**src/design/alu_pkg.sv**
```systemverilog
`default_nettype none

package alu_pkg;

  localparam int data_w = 64;
  localparam int flags_w = 6;

  typedef enum logic [4:0] {
    op_add64,
    op_add32,
    op_sub64,
    op_sub32,
    op_cmp16,
    op_cmp8,
    op_and64,
    op_and32,
    op_or64,
    op_or32,
    op_xor64,
    op_xor32,
    op_xnor64,
    op_mov64,
    op_mov32,
    op_zxt8,
    op_zxt16,
    op_sxt8,
    op_sxt16,
    op_sxt32,
    op_cmov,
    op_cset,
    op_lahf,
    op_sahf
  } alu_op_e;

  // condition codes, same order as the jump table
  typedef enum logic [3:0] {
    cc_z,
    cc_nz,
    cc_s,
    cc_ns,
    cc_ugt,
    cc_ule,
    cc_uge,
    cc_ult,
    cc_sgt,
    cc_sle,
    cc_sge,
    cc_slt,
    cc_o,
    cc_no,
    cc_p,
    cc_always
  } cond_e;

  typedef struct packed {
    logic c;
    logic o;
    logic a;
    logic s;
    logic z;
    logic p;
  } alu_flags_t;

  // carry out of bits 3, 7, 15, 31, 63
  typedef struct packed {
    logic c4;
    logic c8;
    logic c16;
    logic c32;
    logic c64;
  } alu_carry_t;

  typedef struct packed {
    alu_op_e           op;
    cond_e             cond;
    logic [data_w-1:0] a;
    logic [data_w-1:0] b;
    alu_flags_t        flags_in;
  } alu_req_t;

  typedef struct packed {
    logic [data_w-1:0] result;
    alu_flags_t        flags;
    logic              sets_flags;
  } alu_rsp_t;

endpackage

`default_nettype wire
```
**src/design/alu_core.sv**
```systemverilog
`timescale 1ns/1ps
`default_nettype none

module alu_core (
  input  logic              clk,
  input  logic              rst,
  input  logic              in_valid,
  input  alu_pkg::alu_req_t req,
  output logic              out_valid,
  output alu_pkg::alu_rsp_t rsp
);
  import alu_pkg::*;

  logic [data_w-1:0] sum;
  logic [data_w-1:0] result;
  alu_carry_t        carry;
  logic              sub;
  logic              cond_true;

  // compares run through the adder as subtracts
  assign sub = req.op inside {op_sub64, op_sub32, op_cmp16, op_cmp8};

  alu_adder u_adder (
    .a     (req.a),
    .b     (req.b),
    .sub   (sub),
    .sum   (sum),
    .carry (carry)
  );

  alu_cond_eval u_cond (
    .flags     (req.flags_in),
    .cond      (req.cond),
    .cond_true (cond_true)
  );

  alu_result_mux u_mux (
    .req       (req),
    .sum       (sum),
    .cond_true (cond_true),
    .result    (result)
  );

  alu_flag_gen u_flags (
    .clk       (clk),
    .rst       (rst),
    .in_valid  (in_valid),
    .req       (req),
    .result    (result),
    .carry     (carry),
    .out_valid (out_valid),
    .rsp       (rsp)
  );

endmodule

`default_nettype wire

```
**src/design/alu_flag_gen.sv**
```systemverilog
`timescale 1ns/1ps
`default_nettype none

module alu_flag_gen (
  input  logic                       clk,
  input  logic                       rst,
  input  logic                       in_valid,
  input  alu_pkg::alu_req_t          req,
  input  logic [alu_pkg::data_w-1:0] result,
  input  alu_pkg::alu_carry_t        carry,
  output logic                       out_valid,
  output alu_pkg::alu_rsp_t          rsp
);
  import alu_pkg::*;

  logic [15:0] cmp_diff; // compares only go to 16 bits
  logic        is_sub;
  alu_flags_t  flags_next;
  logic        sets_next;

  // signed overflow, b is inverted for subtract
  function automatic logic ovf(input logic sa, input logic sb, input logic sr,
                               input logic sub);
    logic sbx;
    sbx = sb ^ sub;
    return (sa == sbx) && (sr != sa);
  endfunction

  assign is_sub = req.op inside {op_sub64, op_sub32, op_cmp16, op_cmp8};
  assign cmp_diff = req.a[15:0] - req.b[15:0];

  always_comb begin
    flags_next = '0;
    sets_next = 1'b0;
    case (req.op)
      op_add64, op_sub64: begin
        sets_next = 1'b1;
        flags_next.c = carry.c64 ^ is_sub; // borrow on subtract
        flags_next.o = ovf(req.a[63], req.b[63], result[63], is_sub);
        flags_next.a = carry.c4 ^ is_sub;
        flags_next.s = result[63];
        flags_next.z = (result == '0);
      end
      op_add32, op_sub32: begin
        sets_next = 1'b1;
        flags_next.c = carry.c32 ^ is_sub;
        flags_next.o = ovf(req.a[31], req.b[31], result[31], is_sub);
        flags_next.a = carry.c4 ^ is_sub;
        flags_next.s = result[31];
        flags_next.z = (result[31:0] == '0);
      end
      op_cmp16: begin
        sets_next = 1'b1;
        flags_next.c = ~carry.c16;
        flags_next.o = ovf(req.a[15], req.b[15], cmp_diff[15], 1'b1);
        flags_next.a = ~carry.c4;
        flags_next.s = cmp_diff[15];
        flags_next.z = (cmp_diff == '0);
      end
      op_cmp8: begin
        sets_next = 1'b1;
        flags_next.c = ~carry.c8;
        flags_next.o = ovf(req.a[7], req.b[7], cmp_diff[7], 1'b1);
        flags_next.a = ~carry.c4;
        flags_next.s = cmp_diff[7];
        flags_next.z = (cmp_diff[7:0] == '0);
      end
      op_and64, op_or64, op_xor64, op_xnor64: begin
        sets_next = 1'b1;
        flags_next.s = result[63];
        flags_next.z = (result == '0);
      end
      op_and32, op_or32, op_xor32: begin
        sets_next = 1'b1;
        flags_next.s = result[31];
        flags_next.z = (result[31:0] == '0);
      end
      op_lahf: begin
        sets_next = 1'b1;
        flags_next = req.a[flags_w-1:0];
      end
      default: begin
        flags_next = '0;
        sets_next = 1'b0;
      end
    endcase
  end

  always_ff @(posedge clk) begin
    if (rst) begin
      out_valid <= 1'b0;
      rsp <= '0;
    end else begin
      out_valid <= in_valid;
      if (in_valid) begin // idle cycles keep the last response
        rsp.result <= result;
        rsp.flags <= flags_next;
        rsp.sets_flags <= sets_next;
      end
    end
  end

endmodule

`default_nettype wire

```
**src/design/alu_result_mux.sv**
```systemverilog
`timescale 1ns/1ps
`default_nettype none

module alu_result_mux (
  input  alu_pkg::alu_req_t          req,
  input  logic [alu_pkg::data_w-1:0] sum,
  input  logic                       cond_true,
  output logic [alu_pkg::data_w-1:0] result
);
  import alu_pkg::*;

  logic [data_w-1:0] val_and;
  logic [data_w-1:0] val_or;
  logic [data_w-1:0] val_xor;

  assign val_and = req.a & req.b;
  assign val_or  = req.a | req.b;
  assign val_xor = req.a ^ req.b;

  always_comb begin
    result = '0;
    case (req.op)
      op_add64, op_sub64: result = sum;
      op_add32, op_sub32: result = {32'b0, sum[31:0]};

      op_and64:  result = val_and;
      op_and32:  result = {32'b0, val_and[31:0]};
      op_or64:   result = val_or;
      op_or32:   result = {32'b0, val_or[31:0]};
      op_xor64:  result = val_xor;
      op_xor32:  result = {32'b0, val_xor[31:0]};
      op_xnor64: result = ~val_xor;

      op_mov64: result = req.b;
      op_mov32: result = {32'b0, req.b[31:0]};
      op_zxt8:  result = {{(data_w-8){1'b0}}, req.b[7:0]};
      op_zxt16: result = {{(data_w-16){1'b0}}, req.b[15:0]};
      op_sxt8:  result = {{(data_w-8){req.b[7]}}, req.b[7:0]};
      op_sxt16: result = {{(data_w-16){req.b[15]}}, req.b[15:0]};
      op_sxt32: result = {{(data_w-32){req.b[31]}}, req.b[31:0]};

      // b when the condition holds, else keep a
      op_cmov: result = cond_true ? req.b : req.a;
      op_cset: result = {{(data_w-1){1'b0}}, cond_true};
      op_sahf: result = {{(data_w-flags_w){1'b0}}, req.flags_in};

      // compares and lahf only produce flags
      op_cmp16, op_cmp8, op_lahf: result = '0;
      default: result = '0;
    endcase
  end

endmodule

`default_nettype wire

```
**src/design/alu_adder.sv**
```systemverilog
`timescale 1ns/1ps
`default_nettype none

module alu_adder (
  input  logic [alu_pkg::data_w-1:0] a,
  input  logic [alu_pkg::data_w-1:0] b,
  input  logic                       sub,
  output logic [alu_pkg::data_w-1:0] sum,
  output alu_pkg::alu_carry_t        carry
);
  import alu_pkg::*;

  logic [data_w-1:0] bx;
  logic c4;
  logic c8;
  logic c16;
  logic c32;
  logic c64;

  // a - b as a + ~b + 1
  assign bx = sub ? ~b : b;

  // split at each flag width so narrow carries come out directly
  assign {c4, sum[3:0]} = {1'b0, a[3:0]} + {1'b0, bx[3:0]} + {4'b0, sub};
  assign {c8, sum[7:4]} = {1'b0, a[7:4]} + {1'b0, bx[7:4]} + {4'b0, c4};
  assign {c16, sum[15:8]} = {1'b0, a[15:8]} + {1'b0, bx[15:8]} + {8'b0, c8};
  assign {c32, sum[31:16]} = {1'b0, a[31:16]} + {1'b0, bx[31:16]} + {16'b0, c16};
  assign {c64, sum[63:32]} = {1'b0, a[63:32]} + {1'b0, bx[63:32]} + {32'b0, c32};

  assign carry.c4  = c4;
  assign carry.c8  = c8;
  assign carry.c16 = c16;
  assign carry.c32 = c32;
  assign carry.c64 = c64;

endmodule

`default_nettype wire

```
**src/design/alu_cond_eval.sv**
```systemverilog
`timescale 1ns/1ps
`default_nettype none

module alu_cond_eval (
  input  alu_pkg::alu_flags_t flags,
  input  alu_pkg::cond_e      cond,
  output logic                cond_true
);
  import alu_pkg::*;

  logic lt; // signed less than

  assign lt = flags.s ^ flags.o;

  // c is a borrow after subtract, so unsigned above needs it clear
  always_comb begin
    case (cond)
      cc_z:      cond_true = flags.z;
      cc_nz:     cond_true = ~flags.z;
      cc_s:      cond_true = flags.s;
      cc_ns:     cond_true = ~flags.s;
      cc_ugt:    cond_true = ~flags.c & ~flags.z;
      cc_ule:    cond_true = flags.c | flags.z;
      cc_uge:    cond_true = ~flags.c;
      cc_ult:    cond_true = flags.c;
      cc_sgt:    cond_true = ~(lt | flags.z);
      cc_sle:    cond_true = lt | flags.z;
      cc_sge:    cond_true = ~lt;
      cc_slt:    cond_true = lt;
      cc_o:      cond_true = flags.o;
      cc_no:     cond_true = ~flags.o;
      cc_p:      cond_true = flags.p;
      cc_always: cond_true = 1'b1;
      default:   cond_true = 1'b1;
    endcase
  end

endmodule

`default_nettype wire

```
**config.mk**
```make
export PLATFORM = sky130hd
export DESIGN_NAME = alu_core
export DESIGN_NICKNAME = d
export VERILOG_FILES = /design/src/design/alu_pkg.sv /design/src/design/alu_core.sv /design/src/design/alu_flag_gen.sv /design/src/design/alu_result_mux.sv /design/src/design/alu_adder.sv /design/src/design/alu_cond_eval.sv
export SDC_FILE = /design/constraint.sdc
export NUM_CORES = 1
export LEC_CHECK = 0
export BUFFER_PORTS_ARGS = -buffer_cell sky130_fd_sc_hd__buf_4
export CORE_AREA = 2 2 162 164
export DETAILED_ROUTE_END_ITERATION = 12
export DIE_AREA = 0 0 164 166
export PLACE_DENSITY = 0.83
export RECOVER_POWER = 25
export SYNTH_ARGS = -nofsm -noshare
export SYNTH_HDL_FRONTEND = slang
export SYNTH_HIERARCHICAL = 1
export SYNTH_SLANG_ARGS = --single-unit
```
**constraint.sdc**
```tcl
create_clock -name clk -period 16.3 [get_ports clk]
set_input_delay 0.815 -clock clk [delete_from_list [all_inputs] [get_ports clk]]
set_output_delay 0.815 -clock clk [all_outputs]
set_load 0.02 [all_outputs]
```
# == After elaboration in Yosys (flattened, before gate mapping) ==
# Index checks and enable logic that the tools add are counted.
# totals
out_inout_bits,72
in_bits,146
register_bits,72
wordCells,115
# op_classes
bitwise_logic,25
reduce_logical,16
muxes,8
n_eq_ne,46
n_addsub,11
# op_table
op,n
$pmux W64 S19,1
$mux W64,2
$not A64 Y64,2
$and A64 B64 Y64,1
$logic_not A64 Y1,1
$or A64 B64 Y64,1
$xor A64 B64 Y64,1
$eq A5 B4 Y1 const B,8
$eq A5 B5 Y1 const B,8
$add A32 B32 Y33,1
$add A33 B1 Y33,1
$eq A4 B4 Y1 const B,8
$logic_not A32 Y1,1
$eq A5 B3 Y1 const B,4
$add A16 B16 Y17,1
$add A17 B1 Y17,1
$eq A4 B3 Y1 const B,4
$logic_not A16 Y1,1
$pmux W1 S16,1
$sub A16 B16 Y16,1
$pmux W3 S5,1
$reduce_or A14 Y1,1
$not A1 Y1,11
$add A4 B4 Y5,2
22 further kinds,42

# == Depth between registers and ports, before layout ==
# logic_depth
ltp_word,13
depth_mapped,53
mapped_depth_nobuf,52

# == Modules after synthesis ==
# Netlist, hierarchy kept.
# modules_own_cells
module,n_inst,area_per_inst_um2,seq_area_each_um2,cells_per_inst
alu_result_mux,1,6362.4,0.0,912
alu_adder,1,3996.3,0.0,537
alu_flag_gen,1,3748.6,1441.4,418
alu_cond_eval,1,202.7,0.0,26
alu_core,1,18.8,0.0,2

# == Least setup slack after synthesis ==
# No wires, ideal clock.
# synth_path
kind,input-to-reg
from,input port req[139] (netlist name)
to,"register, netlist name u_flags/rsp[2]"
slack_ns,6.384
required_ns,16.204
t_arrival_ns,9.820
n_path_buf,2
cell_stages,53
setup_time_ns,0.096
cell_sequence,xnor2_1 -> nor3_2 -> clkbuf_1 -> buf_1 -> xor2_1 -> ha_1 -> nor2b_1 -> o21ai_0 -> nand2b_1 -> inv_1 -> fa_1 -> fa_1 -> nor2b_1 -> o21ai_0 -> nand2b_1 -> inv_1 -> fa_1 -> fa_1 -> [17 not listed] -> inv_1 -> fa_1 -> nand2b_1 -> a21o_1 -> a2111oi_2 -> a211oi_2 -> a21oi_2 -> a31oi_1 -> xnor2_1 -> a22oi_1 -> nand4_1 -> nor4_1 -> nand4_1 -> nor2_1 -> a21oi_1 -> o311ai_0 -> o21ai_0 -> o41ai_2
# synth_rtl
element,line,rtl
"start, declared",alu_core.sv:8,"input alu_pkg::alu_req_t req,"

==> out/qor.yml <==
run_status:
  status: "finished with violations"
  violations: "max-capacitance violations, max-slew violations"
yosys:
  syn_nets: 2252
  yosys.area.top_type_share_pct: 17.6
  yosysWarnings: 6
  syn_inst: 1895
  synth_edf_count: 0
  yosys_register_bits: 72
  syn_area_sq_mm: 0.0143
  yosys-top-cells-area: "ha_1 18%, dfxtp_1 10%, mux2i_1 8.4%, inv_1 5.1%, xor2_1 4.8%"
  avgSynthCellArea_sq_um: 7.56
  ys_async_sr_fraction_pct: 0
  seq_area_frac_synth_pct: 10.1
  synth_cell_type_count: 111
  yosys.area.top_type: "ha_1"
  synth_ff_type: "dfxtp_1"
clocking:
  cts_root_buf: "clkbuf_16"
  post_cts_buffers: 0
  cts_buffer_depth: 2
  clk_latency_ns: 0.35
  clk_pin_slew_ns: 0.07
  clock-sinks: 72
  htree_num_levels: 3
  numCtsBuffers: 9
  cts_tree: "done"
  cts_hold_buf: 0
  cts_resized: 0
timing:
  max_freq_ghz: 0.0788
  rsz0062_at_grt: "false"
  post-route-period-util_pct: 77.9
  slew_viol_final: 32
  max_slew_margin_pct: -56.3
  tightestPinTransition_ns: 2.34
  period_minus_slack_ns: 12.70
  final_hold_viol_count: 0
  tns_ns: 0
  finalSetupViolCount: 0
  fin_worst_skew_ns: 0
power_and_ir_drop:
  power.internal_uw: 550
  finalPower_uw: 983
  peakVddDrop_v: 0.0000441
  clkPwrFrac_pct: 23.5
  p_sw_share_pct: 44.1
  p_seq_share_pct: 19.6
  combPwrFrac_pct: 56.9
  switchingPower_uw: 433
  p_per_area_mw_per_mm2: 60.8
  leakagePower_uw: 0.00792
floorplanning:
  die_h_um: 166
  fp.dieArea_sq_mm: 0.0272
  pin_count: 218
  fp.dieW_um: 164
  num_rows: 59
  fp.coreArea_sq_mm: 0.0256
  initial_utilization_pct: 55.9
final_layout:
  seqCellArea_sq_mm: 0.00144
  nFillCells: 2278
  diodes: 0
  multiInputGateArea_sq_mm: 0.0116
  syn2layout_area_growth_pct: 12.8
  post-route-util_pct: 63.1
  final_area_sq_mm: 0.0162
  final_nets: 2379
  stdcell_count: 2362
  drive_above_1_share_pct: 13.8
placement:
  placed_area_sq_mm: 0.0160
  globalplace.congestion: 0.957
  hpwl_mm: 34.3
  io_buffer_count: 217
  dp.cells: 2346
detailed_routing:
  drc: 0
  viasPerCell: 6.49
  via_count: 15327
  drtIter0Drc: 1815
  wl_mm: 47.4
  drtAntennaViolNets: 0
  routedWlPerCell_um: 20.1
  dr.pass1.iters: 6
global_route:
  grt_pass1_vias: 14633
  grt_antenna_before_repair: 0
  track_usage_pct: 33.6
  grt_overflow: 0
  grt_start_max_net_pins: 84
  grt_pass1_wl_mm: 74.7
setup_path:
  reg2reg_from: "u_flags/rsp[2]"
  worstPathMaxFanout: 70
  cp_common_cell: "fa_1"
  cp-startpoint: "req[139]"
  slowest_stage: "buf_4"
  r2r_cells: 5
  cp-end-kind: "register"
  endpoint: "u_flags/rsp[2]"
  rrSetupSlack_ns: 14.91
  cp.arrival_ns: 12.95
  worstPathRequired_ns: 16.56
  path_class: "primary input to register"
  max_stage_delay_ns: 0.83
  start_kind: "primary input"
  r2r_end: "u_flags/rsp[2]"
run:
  max_cap_viol_count: 1
hold_path:
  hp-class: "register to register"
==> final cells by class <==
class	count	area share [%]
timing repair buffer	231	9.89
tap	335	2.59
sequential	72	8.92
clock inverter	6	0.573
inverter	197	4.58
multi-input combinational	1511	72.0
clock buffer	10	1.42
==> power groups by stage <==
stage | clock [uW] | sequential [uW] | combinational, uW
finish | 231 | 192 | 560
floorplan | 0 | 207 | 378
detailed placement | 0 | 196 | 547
CTS | 232 | 192 | 551
global route | 239 | 193 | 609
global placement | 0 | 196 | 532
==> worst max-delay path, delay by kind of cell <==
kind	cells	cell delay [ns]
and+or+nand+nor	12	2.69
buffers and inverters	5	1.61
xor gates and xnor gates	2	0.36
AOI/OAI and AO/OA	24	4.25
adders and majority gates	9	3.18
==> through the flow <==
stage / hold slack (ns) / setup slack, ns
floorplan: 0.541 / 6.38
global placement: 0.461 / 4.01
detailed placement: 0.467 / 3.62
CTS: 0.476 / 3.88
global route: 0.494 / 2.85
finish: 0.474 / 3.60
==> kinds of logic after synthesis <==
kind of cell    synth area share, %
simple gates                   19.8
mux                            9.17
flops                          10.1
compound gates                 25.6
buf+inv                        9.01
xor+xnor                       7.47
fa+ha+maj                      18.9
==> metal layers <==
metal  global-route usage [%]  vias to the layer above  wire (um)
li1                         -                     7106          -
met4                     18.6                        0       2500
met1                     41.5                     7126      18600
met3                     5.49                      206       4350
met5                        0                        -          0
met2                     55.4                      889      22000
==> cell usage in the layout, fill, tap and decap left out, types with 27 or more instances in the layout <==
| cell type | count |
|---|---|
| inv_1 | 196 |
| a21o_1 | 32 |
| a21oi_1 | 87 |
| a22oi_1 | 54 |
| dfxtp_1 | 72 |
| nand2b_1 | 35 |
| buf_4 | 195 |
| mux2i_1 | 120 |
| ha_1 | 202 |
| nor2_1 | 136 |
| xor2_1 | 79 |
| nor2b_1 | 27 |
| nand2_1 | 144 |
| o2111ai_1 | 33 |
| xnor2_1 | 40 |
| nand3_1 | 34 |
| nand4_1 | 41 |
| o21ai_0 | 80 |
| clkbuf_1 | 37 |
==> Yosys cell counts (8+ instances only) <==
library cell	n
nand4_1	41
nor3b_1	9
nand2_1	144
a21boi_0	8
nor2_1	139
a2111oi_0	13
a22oi_1	54
o22a_1	8
a2bb2oi_1	25
dfxtp_1	72
a31oi_1	21
a21oi_1	87
ha_1	202
o21a_1	8
nand3b_1	8
xnor2_1	40
o21ai_0	80
nand3_1	34
buf_1	10
nand2b_1	37
inv_1	196
mux2_2	10
nor3_1	21
buf_2	36
nor2b_1	27
o21bai_1	11
a221oi_1	10
fa_1	9
mux2i_1	120
nor4_1	19
clkbuf_1	53
o2111ai_1	33
o22ai_1	19
buf_4	12
xor2_1	79
a21o_1	32
==> state kept, by name, indices dropped and copies added, names as in the netlist <==
register,cells
u_flags/out_valid,1
u_flags/rsp,71
==> worst min-delay path by stage <==
| stage | from | end | cells after the start |
|---|---|---|---|
| 6_report | u_flags/rsp[1] | u_flags/rsp[1] | 2 |
| 5_1_grt | u_flags/rsp[0] | u_flags/rsp[0] | 2 |
| 4_1_cts | u_flags/rsp[1] | u_flags/rsp[1] | 2 |
| 3_5_place_dp | u_flags/rsp[1] | u_flags/rsp[1] | 2 |
| 3_3_place_gp | u_flags/rsp[0] | u_flags/rsp[0] | 2 |
| 2_1_floorplan | u_flags/rsp[1] | u_flags/rsp[1] | 2 |
Power figures use the tool's default switching activity.
